$ cat config.mk
export PLATFORM = sky130hd
export DESIGN_NAME = ccu_top
export DESIGN_NICKNAME = d
export VERILOG_FILES = /design/src/rtl/ccu_pkg.sv /design/src/rtl/ccu_top.sv /design/src/rtl/isa_decoder.sv /design/src/rtl/isa_fetch.sv /design/src/rtl/ccu_req_slot.sv /design/src/rtl/ccu_ctrl_fsm.sv
export VERILOG_INCLUDE_DIRS = /design/src /design/src/include
export SDC_FILE = /design/constraint.sdc
export NUM_CORES = 1
export LEC_CHECK = 0
export ABC_AREA = 1
export ABC_CLOCK_PERIOD_IN_PS = 6900
export BUFFER_PORTS_ARGS = -buffer_cell sky130_fd_sc_hd__buf_2
export CORE_AREA = 2 2 196 198
export DETAILED_ROUTE_END_ITERATION = 6
export DIE_AREA = 0 0 198 200
export PLACE_DENSITY = 0.86
export SLEW_MARGIN = 20
export SYNTH_ARGS = -nofsm -noshare
export SYNTH_HDL_FRONTEND = slang
export SYNTH_HIERARCHICAL = 1
export SYNTH_SLANG_ARGS = --single-unit
$ cat constraint.sdc
create_clock -name clk -period 6.9 [get_ports clk]
set_input_delay 2.07 -clock clk [delete_from_list [all_inputs] [get_ports clk]]
set_output_delay 2.07 -clock clk [all_outputs]
set_load 0.01 [all_outputs]
$ cat src/include/ccu_defs.svh
/*
 * Width and count macros for the configuration control unit.
 * Include wherever a port or register width is needed.
 */
`ifndef CCU_DEFS_SVH
`define CCU_DEFS_SVH

// Instruction RAM
`define CCU_ADDR_WIDTH      16      // RAM address and read pointer
`define CCU_SRAM_WIDTH      256     // One instruction word
`define CCU_OPCODE_WIDTH    8       // Low bits of every word

// Requesters
`define CCU_NUM_REQ         3       // CCU self, KNN, SYA

// Configuration fields
`define CCU_LAYER_WIDTH     20
`define CCU_IDX_WIDTH       16      // Point and tile counts
`define CCU_CHN_WIDTH       12
`define CCU_QNTSL_WIDTH     20      // Quantization scale
`define CCU_ACT_WIDTH       8
`define CCU_MAP_WIDTH       5       // Neighbor map index

`endif
$ cat src/rtl/ccu_pkg.sv
/*
 * Shared types of the configuration control unit: FSM states,
 * opcodes, requester slot status and the decoded configurations.
 */
`include "ccu_defs.svh"

package ccu_pkg;

    typedef enum logic [1:0] {
        CCU_IDLE     = 2'd0,
        CCU_IDLE_CFG = 2'd1,
        CCU_CFG      = 2'd2,
        CCU_NETFNH   = 2'd3
    } ccu_state_e;

    // Opcode value doubles as the requester slot index
    typedef enum logic [`CCU_OPCODE_WIDTH-1:0] {
        OP_CCU = 8'd0,  // One word
        OP_KNN = 8'd1,  // One word
        OP_SYA = 8'd2   // Two words
    } ccu_opcode_e;

    typedef logic [1:0] req_idx_t;

    typedef struct packed {
        logic                       rdy;        // Module asks for a config
        logic                       cfg_vld;
        logic [`CCU_ADDR_WIDTH-1:0] rd_ptr;
    } slot_stat_t;

    // First field sits at payload bit 0
    typedef struct packed {
        logic [`CCU_IDX_WIDTH-1:0]  nip;
        logic [`CCU_MAP_WIDTH:0]    k;
        logic [`CCU_IDX_WIDTH-1:0]  crd_rd_addr;
        logic [`CCU_IDX_WIDTH-1:0]  map_wr_addr;
    } knn_cfg_t;

    typedef struct packed {
        logic [1:0]                 mode;       // Word 0 from here
        logic                       ofm_phase_shift;
        logic [`CCU_CHN_WIDTH-1:0]  chn;
        logic [`CCU_QNTSL_WIDTH-1:0] scale;
        logic [`CCU_ACT_WIDTH-1:0]  shift;
        logic [`CCU_ACT_WIDTH-1:0]  zp;
        logic [`CCU_IDX_WIDTH-1:0]  num_grp_per_tile;
        logic [`CCU_IDX_WIDTH-1:0]  num_til_ifm;
        logic [`CCU_IDX_WIDTH-1:0]  num_til_flt;
        logic                       lop_ord;
        logic [`CCU_ADDR_WIDTH-1:0] act_rd_base;    // Word 1 from here
        logic [`CCU_ADDR_WIDTH-1:0] wgt_rd_base;
        logic [`CCU_ADDR_WIDTH-1:0] ofm_wr_base;
    } sya_cfg_t;

    typedef struct packed {
        logic [`CCU_SRAM_WIDTH-`CCU_OPCODE_WIDTH-1:0] payload;
        ccu_opcode_e                                  opcode;
    } isa_word_t;

endpackage

$ cat src/rtl/ccu_top.sv
/*
 * Configuration control unit top. Connects the control FSM, one
 * requester slot per opcode, the fetch stage and the decoder.
 * Start it with a pulse on start_i; net_fnh_o marks the end.
 */
`timescale 1ns/1ns
`include "ccu_defs.svh"

module ccu_top (
    input  logic                          clk,
    input  logic                          rst_n,
    input  logic                          start_i,
    output logic                          net_fnh_o,
    output logic [`CCU_ADDR_WIDTH-1:0]    isa_rd_addr_o,
    output logic                          isa_rd_addr_vld_o,
    input  logic                          isa_rd_addr_rdy_i,
    input  logic [`CCU_SRAM_WIDTH-1:0]    isa_rd_dat_i,
    input  logic                          isa_rd_dat_vld_i,
    output logic                          isa_rd_dat_rdy_o,
    output logic [`CCU_ADDR_WIDTH-1:0]    isa_rd_addr_min_o,
    output logic                          mdu_rst_o,
    output logic                          knn_cfg_vld_o,
    input  logic                          knn_cfg_rdy_i,
    output ccu_pkg::knn_cfg_t             knn_cfg_o,
    output logic                          sya_cfg_vld_o,
    input  logic                          sya_cfg_rdy_i,
    output ccu_pkg::sya_cfg_t             sya_cfg_o
);
    import ccu_pkg::*;

    ccu_state_e                     state;
    req_idx_t                       sel_idx;
    req_idx_t                       last_idx;
    slot_stat_t [`CCU_NUM_REQ-1:0]  slot_stat;
    logic [`CCU_NUM_REQ-1:0]        cfg_rdy;
    logic [`CCU_NUM_REQ-1:0]        req;
    logic                           self_rdy;
    logic                           addr_hs;
    logic                           last_hs;
    isa_word_t                      word;
    logic                           word_vld;
    logic [1:0]                     word_num;
    logic [`CCU_LAYER_WIDTH-1:0]    cfg_num_ly;

    // Slot order follows the opcode values
    assign cfg_rdy       = {sya_cfg_rdy_i, knn_cfg_rdy_i, self_rdy};
    assign mdu_rst_o     = state == CCU_IDLE;
    assign knn_cfg_vld_o = slot_stat[1].cfg_vld;
    assign sya_cfg_vld_o = slot_stat[2].cfg_vld;

    // ==================================================
    // Control
    // ==================================================
    ccu_ctrl_fsm u_ctrl_fsm (
        .clk          (clk),
        .rst_n        (rst_n),
        .start_i      (start_i),
        .req_i        (req),
        .sel_vld_i    (slot_stat[sel_idx].cfg_vld),
        .sel_rdy_i    (slot_stat[sel_idx].rdy),
        .self_vld_i   (slot_stat[0].cfg_vld),
        .sya_hs_i     (sya_cfg_vld_o && sya_cfg_rdy_i),
        .cfg_num_ly_i (cfg_num_ly),
        .state_o      (state),
        .sel_idx_o    (sel_idx),
        .self_rdy_o   (self_rdy),
        .net_fnh_o    (net_fnh_o)
    );

    genvar g;
    generate
        for (g = 0; g < `CCU_NUM_REQ; g++) begin : g_slot
            ccu_req_slot u_slot (
                .clk        (clk),
                .rst_n      (rst_n),
                .clear_i    (mdu_rst_o),
                .addr_inc_i (addr_hs && sel_idx == g),
                .cfg_set_i  (last_hs && last_idx == g),
                .cfg_rdy_i  (cfg_rdy[g]),
                .stat_o     (slot_stat[g])
            );
            assign req[g] = slot_stat[g].rdy;
        end
    endgenerate

    // ==================================================
    // Fetch and decode
    // ==================================================
    isa_fetch u_fetch (
        .clk               (clk),
        .rst_n             (rst_n),
        .state_i           (state),
        .sel_idx_i         (sel_idx),
        .slot_i            (slot_stat),
        .isa_rd_addr_o     (isa_rd_addr_o),
        .isa_rd_addr_vld_o (isa_rd_addr_vld_o),
        .isa_rd_addr_rdy_i (isa_rd_addr_rdy_i),
        .isa_rd_dat_i      (isa_rd_dat_i),
        .isa_rd_dat_vld_i  (isa_rd_dat_vld_i),
        .isa_rd_dat_rdy_o  (isa_rd_dat_rdy_o),
        .addr_hs_o         (addr_hs),
        .last_hs_o         (last_hs),
        .last_idx_o        (last_idx),
        .word_o            (word),
        .word_vld_o        (word_vld),
        .word_num_o        (word_num),
        .addr_min_o        (isa_rd_addr_min_o)
    );

    isa_decoder u_decoder (
        .clk          (clk),
        .rst_n        (rst_n),
        .word_i       (word),
        .word_vld_i   (word_vld),
        .word_num_i   (word_num),
        .cfg_num_ly_o (cfg_num_ly),
        .mode_o       (),            // No mode consumer at this level
        .knn_cfg_o    (knn_cfg_o),
        .sya_cfg_o    (sya_cfg_o)
    );

endmodule

$ cat src/rtl/isa_decoder.sv
/*
 * Loads configuration registers from accepted instruction words.
 * Fields are taken by opcode and by word number within the opcode.
 */
`timescale 1ns/1ns
`include "ccu_defs.svh"

module isa_decoder (
    input  logic                           clk,
    input  logic                           rst_n,
    input  ccu_pkg::isa_word_t             word_i,
    input  logic                           word_vld_i,
    input  logic [1:0]                     word_num_i,
    output logic [`CCU_LAYER_WIDTH-1:0]    cfg_num_ly_o,
    output logic [`CCU_OPCODE_WIDTH-1:0]   mode_o,
    output ccu_pkg::knn_cfg_t              knn_cfg_o,
    output ccu_pkg::sya_cfg_t              sya_cfg_o
);
    import ccu_pkg::*;

    localparam int CCU_BITS    = `CCU_LAYER_WIDTH + `CCU_OPCODE_WIDTH;
    localparam int KNN_BITS    = $bits(knn_cfg_t);
    localparam int SYA_W1_BITS = 3 * `CCU_ADDR_WIDTH;          // Base addresses
    localparam int SYA_W0_BITS = $bits(sya_cfg_t) - SYA_W1_BITS;

    always_ff @(posedge clk or negedge rst_n) begin
        if (!rst_n) begin
            cfg_num_ly_o <= '0;
            mode_o       <= '0;
            knn_cfg_o    <= '0;
            sya_cfg_o    <= '0;
        end else if (word_vld_i) begin
            case (word_i.opcode)
                // Mode byte first, layer count above it
                OP_CCU: {cfg_num_ly_o, mode_o} <= word_i.payload[0 +: CCU_BITS];
                OP_KNN: begin
                    {knn_cfg_o.map_wr_addr,
                     knn_cfg_o.crd_rd_addr,
                     knn_cfg_o.k,
                     knn_cfg_o.nip} <= word_i.payload[0 +: KNN_BITS];
                end
                OP_SYA: begin
                    if (word_num_i == 2'd0) begin
                        {sya_cfg_o.lop_ord,
                         sya_cfg_o.num_til_flt,
                         sya_cfg_o.num_til_ifm,
                         sya_cfg_o.num_grp_per_tile,
                         sya_cfg_o.zp,
                         sya_cfg_o.shift,
                         sya_cfg_o.scale,
                         sya_cfg_o.chn,
                         sya_cfg_o.ofm_phase_shift,
                         sya_cfg_o.mode} <= word_i.payload[0 +: SYA_W0_BITS];
                    end else begin
                        {sya_cfg_o.ofm_wr_base,
                         sya_cfg_o.wgt_rd_base,
                         sya_cfg_o.act_rd_base} <= word_i.payload[0 +: SYA_W1_BITS];
                    end
                end
                default: ;
            endcase
        end
    end

endmodule

$ cat src/rtl/isa_fetch.sv
/*
 * Instruction fetch stage. Issues read addresses from the selected
 * slot's pointer, accepts returning words, counts words per opcode
 * and reports the last one. Also gives the lowest live pointer.
 */
`timescale 1ns/1ns
`include "ccu_defs.svh"

module isa_fetch (
    input  logic                                   clk,
    input  logic                                   rst_n,
    input  ccu_pkg::ccu_state_e                    state_i,
    input  ccu_pkg::req_idx_t                      sel_idx_i,
    input  ccu_pkg::slot_stat_t [`CCU_NUM_REQ-1:0] slot_i,
    output logic [`CCU_ADDR_WIDTH-1:0]             isa_rd_addr_o,
    output logic                                   isa_rd_addr_vld_o,
    input  logic                                   isa_rd_addr_rdy_i,
    input  logic [`CCU_SRAM_WIDTH-1:0]             isa_rd_dat_i,
    input  logic                                   isa_rd_dat_vld_i,
    output logic                                   isa_rd_dat_rdy_o,
    output logic                                   addr_hs_o,
    output logic                                   last_hs_o,
    output ccu_pkg::req_idx_t                      last_idx_o,
    output ccu_pkg::isa_word_t                     word_o,
    output logic                                   word_vld_o,
    output logic [1:0]                             word_num_o,
    output logic [`CCU_ADDR_WIDTH-1:0]             addr_min_o
);
    import ccu_pkg::*;

    req_idx_t                     idx_s1;     // Slot of the word in flight
    ccu_state_e                   state_s1;
    logic [`CCU_OPCODE_WIDTH-1:0] idx_op;
    logic [1:0]                   word_cnt;
    logic                         pend;       // Address out, data not back
    logic                         done;       // Last word seen in this CFG
    logic                         dat_hs;
    logic                         is_last;

    // Words per opcode
    function automatic logic [1:0] op_num_word(input ccu_opcode_e op);
        case (op)
            OP_SYA:  op_num_word = 2'd2;
            default: op_num_word = 2'd1;
        endcase
    endfunction

    // ==================================================
    // Address side
    // ==================================================
    assign isa_rd_addr_o     = slot_i[sel_idx_i].rd_ptr;
    // One word in flight so no word past the last is consumed
    assign isa_rd_addr_vld_o = (state_i == CCU_CFG) && !done && !last_hs_o
                               && (!pend || dat_hs);
    assign addr_hs_o         = isa_rd_addr_vld_o && isa_rd_addr_rdy_i;

    always_ff @(posedge clk or negedge rst_n) begin
        if (!rst_n) begin
            idx_s1   <= '0;
            state_s1 <= CCU_IDLE;
        end else if (addr_hs_o) begin
            idx_s1   <= sel_idx_i;
            state_s1 <= state_i;
        end
    end

    always_ff @(posedge clk or negedge rst_n) begin
        if (!rst_n)
            pend <= 1'b0;
        else if (addr_hs_o)
            pend <= 1'b1;
        else if (dat_hs)
            pend <= 1'b0;
    end

    always_ff @(posedge clk or negedge rst_n) begin
        if (!rst_n)
            done <= 1'b0;
        else if (state_i != CCU_CFG)
            done <= 1'b0;
        else if (last_hs_o)
            done <= 1'b1;
    end

    // ==================================================
    // Data side
    // ==================================================
    assign isa_rd_dat_rdy_o = state_s1 == CCU_CFG;
    assign dat_hs           = isa_rd_dat_vld_i && isa_rd_dat_rdy_o;
    assign word_o           = isa_word_t'(isa_rd_dat_i);
    assign idx_op           = `CCU_OPCODE_WIDTH'(idx_s1);
    assign word_vld_o       = dat_hs && (word_o.opcode == idx_op);  // Others dropped
    assign is_last          = word_cnt == op_num_word(word_o.opcode) - 2'd1;
    assign last_hs_o        = word_vld_o && is_last;
    assign last_idx_o       = idx_s1;
    assign word_num_o       = word_cnt;

    always_ff @(posedge clk or negedge rst_n) begin
        if (!rst_n)
            word_cnt <= '0;
        else if (last_hs_o)
            word_cnt <= '0;
        else if (word_vld_o)
            word_cnt <= word_cnt + 2'd1;
    end

    // Lowest pointer still needed by any slot
    always_comb begin
        addr_min_o = slot_i[0].rd_ptr;
        for (int i = 1; i < `CCU_NUM_REQ; i++) begin
            if (slot_i[i].rd_ptr < addr_min_o)
                addr_min_o = slot_i[i].rd_ptr;
        end
    end

endmodule

$ cat src/rtl/ccu_req_slot.sv
/*
 * One requester slot: instruction read pointer plus the config
 * valid flag offered to the module. Instantiated once per opcode.
 */
`timescale 1ns/1ns
`include "ccu_defs.svh"

module ccu_req_slot (
    input  logic                 clk,
    input  logic                 rst_n,
    input  logic                 clear_i,     // Network idle
    input  logic                 addr_inc_i,  // Address handshake for this slot
    input  logic                 cfg_set_i,   // Last word of this slot accepted
    input  logic                 cfg_rdy_i,
    output ccu_pkg::slot_stat_t  stat_o
);
    logic [`CCU_ADDR_WIDTH-1:0] rd_ptr;
    logic                       cfg_vld;

    always_ff @(posedge clk or negedge rst_n) begin
        if (!rst_n)
            rd_ptr <= '0;
        else if (clear_i)
            rd_ptr <= '0;
        else if (addr_inc_i)
            rd_ptr <= rd_ptr + 1'b1;
    end

    // Held until the module is ready
    always_ff @(posedge clk or negedge rst_n) begin
        if (!rst_n)
            cfg_vld <= 1'b0;
        else if (cfg_vld && cfg_rdy_i)
            cfg_vld <= 1'b0;
        else if (cfg_set_i)
            cfg_vld <= 1'b1;
    end

    assign stat_o.rdy     = cfg_rdy_i;
    assign stat_o.cfg_vld = cfg_vld;
    assign stat_o.rd_ptr  = rd_ptr;

endmodule

$ cat src/rtl/ccu_ctrl_fsm.sv
/*
 * Control FSM of the configuration unit. Arbitrates pending config
 * requests by fixed priority, counts SYA layers, and owns the
 * ready flag of the unit's own control word.
 */
`timescale 1ns/1ns
`include "ccu_defs.svh"

module ccu_ctrl_fsm (
    input  logic                         clk,
    input  logic                         rst_n,
    input  logic                         start_i,
    input  logic [`CCU_NUM_REQ-1:0]      req_i,
    input  logic                         sel_vld_i,
    input  logic                         sel_rdy_i,
    input  logic                         self_vld_i,
    input  logic                         sya_hs_i,
    input  logic [`CCU_LAYER_WIDTH-1:0]  cfg_num_ly_i,
    output ccu_pkg::ccu_state_e          state_o,
    output ccu_pkg::req_idx_t            sel_idx_o,
    output logic                         self_rdy_o,
    output logic                         net_fnh_o
);
    import ccu_pkg::*;

    ccu_state_e                  state;
    ccu_state_e                  next_state;
    req_idx_t                    arb_idx;
    logic [`CCU_LAYER_WIDTH-1:0] num_ly;
    logic                        ly_done;

    // ==================================================
    // Fixed priority arbiter
    // ==================================================
    always_comb begin
        arb_idx = '0;
        for (int i = `CCU_NUM_REQ - 1; i >= 0; i--) begin
            if (req_i[i])
                arb_idx = req_idx_t'(i);   // Lowest index wins
        end
    end

    assign ly_done = (num_ly == cfg_num_ly_i) && (cfg_num_ly_i != '0);

    // ==================================================
    // State machine
    // ==================================================
    always_comb begin
        next_state = state;
        case (state)
            CCU_IDLE:     if (start_i) next_state = CCU_IDLE_CFG;
            CCU_IDLE_CFG: begin
                if (ly_done)
                    next_state = CCU_NETFNH;
                else if (|req_i)
                    next_state = CCU_CFG;
            end
            CCU_CFG: begin
                if (ly_done)
                    next_state = CCU_NETFNH;
                else if (sel_vld_i && sel_rdy_i)   // Selected module took its config
                    next_state = CCU_IDLE_CFG;
            end
            default:      next_state = CCU_IDLE;   // NETFNH
        endcase
    end

    always_ff @(posedge clk or negedge rst_n) begin
        if (!rst_n) begin
            state     <= CCU_IDLE;
            sel_idx_o <= '0;
        end else begin
            state <= next_state;
            if (state == CCU_IDLE_CFG && next_state == CCU_CFG)
                sel_idx_o <= arb_idx;
        end
    end

    // Layers advance on every SYA config handshake
    always_ff @(posedge clk or negedge rst_n) begin
        if (!rst_n)
            num_ly <= '0;
        else if (state == CCU_IDLE)
            num_ly <= '0;
        else if (sya_hs_i)
            num_ly <= num_ly + 1'b1;
    end

    // Own control word is fetched once per network
    always_ff @(posedge clk or negedge rst_n) begin
        if (!rst_n)
            self_rdy_o <= 1'b1;
        else if (self_vld_i && self_rdy_o)
            self_rdy_o <= 1'b0;
        else if (state == CCU_IDLE)
            self_rdy_o <= 1'b1;
    end

    assign state_o   = state;
    assign net_fnh_o = state == CCU_NETFNH;

endmodule

# ---- Yosys cells after proc, flatten, opt, wreduce, memory -nomap -nowiden
# Cells that the tools add are included.
dict set report classes {
  n_bitwise 1
  reduce_logical 45
  add_sub_neg 6
  n_eq_ne 15
  mux 36
  order_cmp 3
}
# cell count
set ops {}
lappend ops {{2-to-1 mux 16 bit} 8}
lappend ops {{adder 16 x 1 -> 16 bit (second input constant)} 3}
lappend ops {{2-to-1 mux 20 bit} 2}
lappend ops {{binary-select mux 18 bit (select 2 bit)} 1}
lappend ops {{less-than comparator 16 bit} 2}
lappend ops {{2-to-1 mux 2 bit} 11}
lappend ops {{nonzero test 2 bit} 11}
lappend ops {{adder 20 x 1 -> 20 bit (second input constant)} 1}
lappend ops {{== test 20 bit} 1}
lappend ops {{nonzero test 20 bit} 1}
lappend ops {{logical AND 1 bit} 19}
lappend ops {{2-to-1 mux 18 bit} 1}
lappend ops {{== test 2 bit (second input constant)} 6}
lappend ops {{2-to-1 mux 1 bit} 12}
lappend ops {{== test 8 x 1 -> 1 bit (second input constant)} 1}
lappend ops {{== test 8 x 2 -> 1 bit} 1}
lappend ops {{== test 8 x 2 -> 1 bit (second input constant)} 1}
lappend ops {{zero test 2 bit} 4}
lappend ops {{zero test 8 bit} 1}
lappend ops {{== test 2 x 1 -> 1 bit (second input constant)} 3}
lappend ops {{case mux 2 bit (3 select lines)} 1}
lappend ops {{AND reduction 3 bit} 2}
lappend ops {{AND reduction 2 bit} 2}
lappend ops {{zero test 1 bit} 3}
lappend ops {{8 further kinds} 8}
dict set report word_totals {
  inputBits 263
  out_inout_bits 240
  register_bits 306
}

# ---- Logic depth before layout (Yosys ltp)
dict set report logic_depth {
  depth_word 12
  depth_mapped 26
  ltp_nobuf 24
}

# ---- Hierarchy
# Netlist, hierarchy kept.
# mod seq_area_each_um2 area_each_um2 cells_each instances
set modules_own_cells {}
lappend modules_own_cells {isa_decoder 5755.5 9222.6 1023 1}
lappend modules_own_cells {isa_fetch 200.2 3923.8 605 1}
lappend modules_own_cells {ccu_req_slot 425.4 949.7 126 3}
lappend modules_own_cells {ccu_ctrl_fsm 626.9 1661.6 234 1}
lappend modules_own_cells {ccu_top 0.0 102.6 23 1}

# ---- Worst setup path before layout
# OpenSTA, ideal clock, no wires.
dict set report synth_timing {
  path_type {reg2out}
  from {reg g_slot[0].u_slot.rd_ptr[5]}
  to {out isa_rd_addr_min_o[10]}
  arrival_ps 3184
  n_path_buf 3
  t_required_ps 4830
  setup_slack_ps 1646
  path_stages_with_launch 21
  cell_sequence {dfrtp_1 inv_1 ha_1 a21oi_1 nor2_1 nor3_1 nand2_1 nand2_2 nand2_2 clkbuf_1 o21ai_0 inv_1 ha_1 a21oi_1 nor2_1 a211oi_1 o221a_2 buf_2 clkbuf_1 nand3_1 nand2_1}
}
dict set report synth_via {
  elab_chain_cells 4
}
# element line
set synth_lines {}
lappend synth_lines {{from (decl)} ccu_req_slot.sv:17} ;# logic [`CCU_ADDR_WIDTH-1:0] rd_ptr;
lappend synth_lines {{from (signal assigned)} ccu_req_slot.sv:26} ;# rd_ptr <= rd_ptr + 1'b1;
lappend synth_lines {{less-than comparator 16 bit} isa_fetch.sv:111} ;# if (slot_i[i].rd_ptr < addr_min_o)
lappend synth_lines {{2-to-1 mux 16 bit (*)} isa_fetch.sv:111}
lappend synth_lines {{less-than comparator 16 bit} isa_fetch.sv:111}
lappend synth_lines {{2-to-1 mux 16 bit (*)} isa_fetch.sv:111}
lappend synth_lines {{to (decl)} ccu_top.sv:20} ;# output logic [`CCU_ADDR_WIDTH-1:0] isa_rd_addr_min_o,
# Every way passes the cells marked *; elsewhere a longest branch is shown, timed or not.

# ---- Worst setup path after layout
dict set report layout_timing {
  from {reg g_slot[0].u_slot.rd_ptr[11]}
  to {out isa_rd_addr_min_o[1]}
}
# Same word-level chain as after synthesis.

==> results.md <==
* LEAKAGE at about 11 nW
* Hold path depth at 2
* WL per Instance at 18.26 µm
* Clock network fraction of total power at 40.0%
* Worst Hold Class: flip-flop to flip-flop
* Total internal power at 0.003230 W
* Syn Area/Cell at 7.848 µm²
* Half-perimeter wire length after placement at 36,660 µm
* R2R Path Start: u_fetch/last_idx_o[0]$_DFFE_PN0P_
* Unrepaired setup endpoints after global routing: no
* H-Tree Depth at 2
* Period Utilization, post-route at approximately 96%
* Peak VDD IR at 211.3 µV
* Crit path DAT at between 4 and 5 ns
* Cells along the critical path: inv_1 -> ha_1 -> nand2_1 -> inv_1 -> o21ai_1 -> a21oi_1 -> nor2_1 -> nand2_2 -> o21ai_0 -> inv_1 -> ha_1 -> a21oi_1 -> nor2_1 -> a211oi_1 -> o221a_2 -> nand2_4 -> nand2_1 -> nand2_1 -> buf_2
* # IOs at 503
* WL final at a little over 50,000 µm
* Max Slew Vio Count at 0
* WS Path Type: flip-flop to output pin
* Drt initial violations at 1,291
* Sequential share of power at 39.1%
* Crit end category: output pin
* CP startpoint kind: flip-flop
* Clock Latency Late Sink at 0.55 ns
* Max Freq at 0.1514 GHz
* Mapped Cells at 2,083
* Syn nets at 2,380
* Reg2reg setup slack at about 3.6 ns
* Root buffer cell: clkbuf_16
* Die X at 198 µm
* Yosys warning count at 6
* Cell Area, Synth at between 0.015 and 0.02 mm²
* Area Growth Syn to Fin at 14.44%
* Die Span Y at approximately 200 µm
* Final setup vio count at 0
* Post-route antenna net violation count at 0
* Max stage delay cell, worst path: o21ai_0
* Data required time of the critical path at 4.83 ns
* Critical Path Start: g_slot[0].u_slot/rd_ptr[11]$_DFFE_PN0P_
* Setup TNS Final at 0 ns
* HP Start: u_fetch/state_s1[1]$_DFFE_PN0P_
* Worst Slack Setup Final at 0.2955 ns
* Comb pwr share at 20.9%
* Routed vias/inst at 5.250
* Post-CTS setup repair buffer count at 0
* CTS Buf Count at 35
* DRC Markers at 0
* Core area at 0.03740 mm²
* Measured slew at the worst slew-check pin at approximately 1.1 ns
* Final period demand of the worst path at 6.604 ns
* Critical path fanouts, max at 31
* Row cnt at 71
* Power Density at 255.4 mW/mm²
* Final worst clock skew at around 0.020 ns
* Switching share of power at 32.40%
* Final #Nets at 2,579
* Clk slew on worst S/H paths at 0.06 ns
* Crit path max-delay family: compound AO/OA/AOI/OAI gates
* MaxCap Viol Count at 0
* Via count at 14.81k
* Vias in the first global route at 14.22k
* Port Buffer Count at 354
* Cts repair resizes at 0
* Number of fill cells at 3,450
* Reg2Reg Depth at 19
* Longest Clk Path Bufs at 3
* Worst R2R End: g_slot[0].u_slot/rd_ptr[8]$_DFFE_PN0P_
* Outcome: finished, final reports clean
* Initial antenna violation count at 7
* Fin. Hold Viols at 0
* Final GP Congestion at 0.9773
* Drt pass-1 iters at 7
* CP bufs+invs at 4
* Switch Pwr at ~0.0015 W
* Die Area at about 0.040 mm²
* Clk sink count at ~310
* Rel. slew slack at 28.35%
* CTS Hold Bufs at 0
* Global-route wire length before repair at 79,210 µm
* Share of post-route cells with drive strength above 1 at ~22%
* Overall Global Routing Usage at approximately 26%
* Initial Util at about 44%
* GR Overflow Total at 0
* Worst hold endpoint: u_fetch/state_s1[1]$_DFFE_PN0P_
* CTS tree: built
* Pin count of the biggest net entering global routing at 120
* CP peak stage delay at just under 0.5 ns
* Setup WS pre-CTS at between 0.9 and 1 ns
-- metal layers --
metal	wire, µm	track usage [%]	part of all wire (%)	vias to the layer above
met3	5298	7.964	10	111
met2	23490	41.12	46	680
li1	-	-	-	6933
met1	20850	33.59	40	7079
met5	44	0	0.085	-
met4	1834	9.050	3.6	6
-- tightest hold or removal path, stage by stage (launching register included) --
cell and delay [ns]:
dfrtp_1 0.33, inv_1 0.05, nand2_1 0.05
-- power groups by stage --
stage	Combinational, W	Clock (W)	Sequential, W
after global placement	0.000956	0	0.00190
after detailed placement	0.000983	0	0.00190
after CTS	0.000985	0.00195	0.00187
final	0.000999	0.00191	0.00187
after global routing	0.00111	0.00202	0.00187
after floorplan	0.000790	0	0.00188
-- cells in the final DEF (no fill, tap or decap), drive strengths merged, types with 21 or more instances in the layout --
master and instances:
a21oi 46, buf 367, clkbuf 46, dfrtp 305, ha 34, inv 159
nand2 711, nand3 297, nor2 162, nor3 21, o21ai 74
-- per-stage QoR --
| step | hold WS, ns | instances | cell area [µm²] | util [%] | total power (W) |
|---|---|---|---|---|---|
| final | 0.4619 | 2821 | 18710 | 50.03 | 0.004778 |
| after global routing | 0.4865 | 2817 | 18700 | 50.00 | 0.005010 |
| after CTS | 0.4621 | 2817 | 18690 | 49.98 | 0.004805 |
| after detailed placement | 0.4475 | 2756 | 17520 | 46.86 | 0.002882 |
| after global placement | 0.4370 | 2756 | 17520 | 46.86 | 0.002854 |
| after floorplan | 0.4225 | 2083 | 16350 | - | 0.002666 |
-- flip-flops by register name, summed over array words and instances, names as in the netlist --
register / flops
u_ctrl_fsm/sel_idx_o: 2
u_fetch/last_idx_o: 2
u_ctrl_fsm/state_o: 2
u_ctrl_fsm/num_ly: 20
u_fetch/word_num_o: 2
u_ctrl_fsm/self_rdy_o: 1
u_fetch/done: 1
u_decoder/sya_cfg_o: 148
u_decoder/cfg_num_ly_o: 20
u_fetch/pend: 1
g_slot.u_slot/rd_ptr: 48
u_decoder/knn_cfg_o: 54
g_slot.u_slot/cfg_vld: 3
u_fetch/state_s1: 2
-- cell type report --
| class | instances | area (µm²) | area share [%] |
|---|---|---|---|
| antenna | 4 | 10.01 | 0.05350 |
| tap | 511 | 639.4 | 3.417 |
| clock buffer | 46 | 988.4 | 5.283 |
| inverter | 156 | 585.6 | 3.130 |
| timing repair buffer | 367 | 1904 | 10.18 |
| sequential | 306 | 7659 | 40.93 |
| clock inverter | 15 | 181.4 | 0.9697 |
| multi-input combinational | 1416 | 6741 | 36.03 |
-- worst max-delay path by stage --
stage	endpoint	slack (ns)	cells past startpoint
floorplan	isa_rd_addr_min_o[10]	1.65	20
global placement	isa_rd_addr_min_o[0]	0.98	19
CTS	isa_rd_addr_min_o[3]	0.36	19
global route	isa_rd_addr_min_o[2]	0.005	19
detailed placement	isa_rd_addr_min_o[3]	0.95	19
finish	isa_rd_addr_min_o[1]	0.30	19
Note: power is estimated with default switching activity, not from simulation.
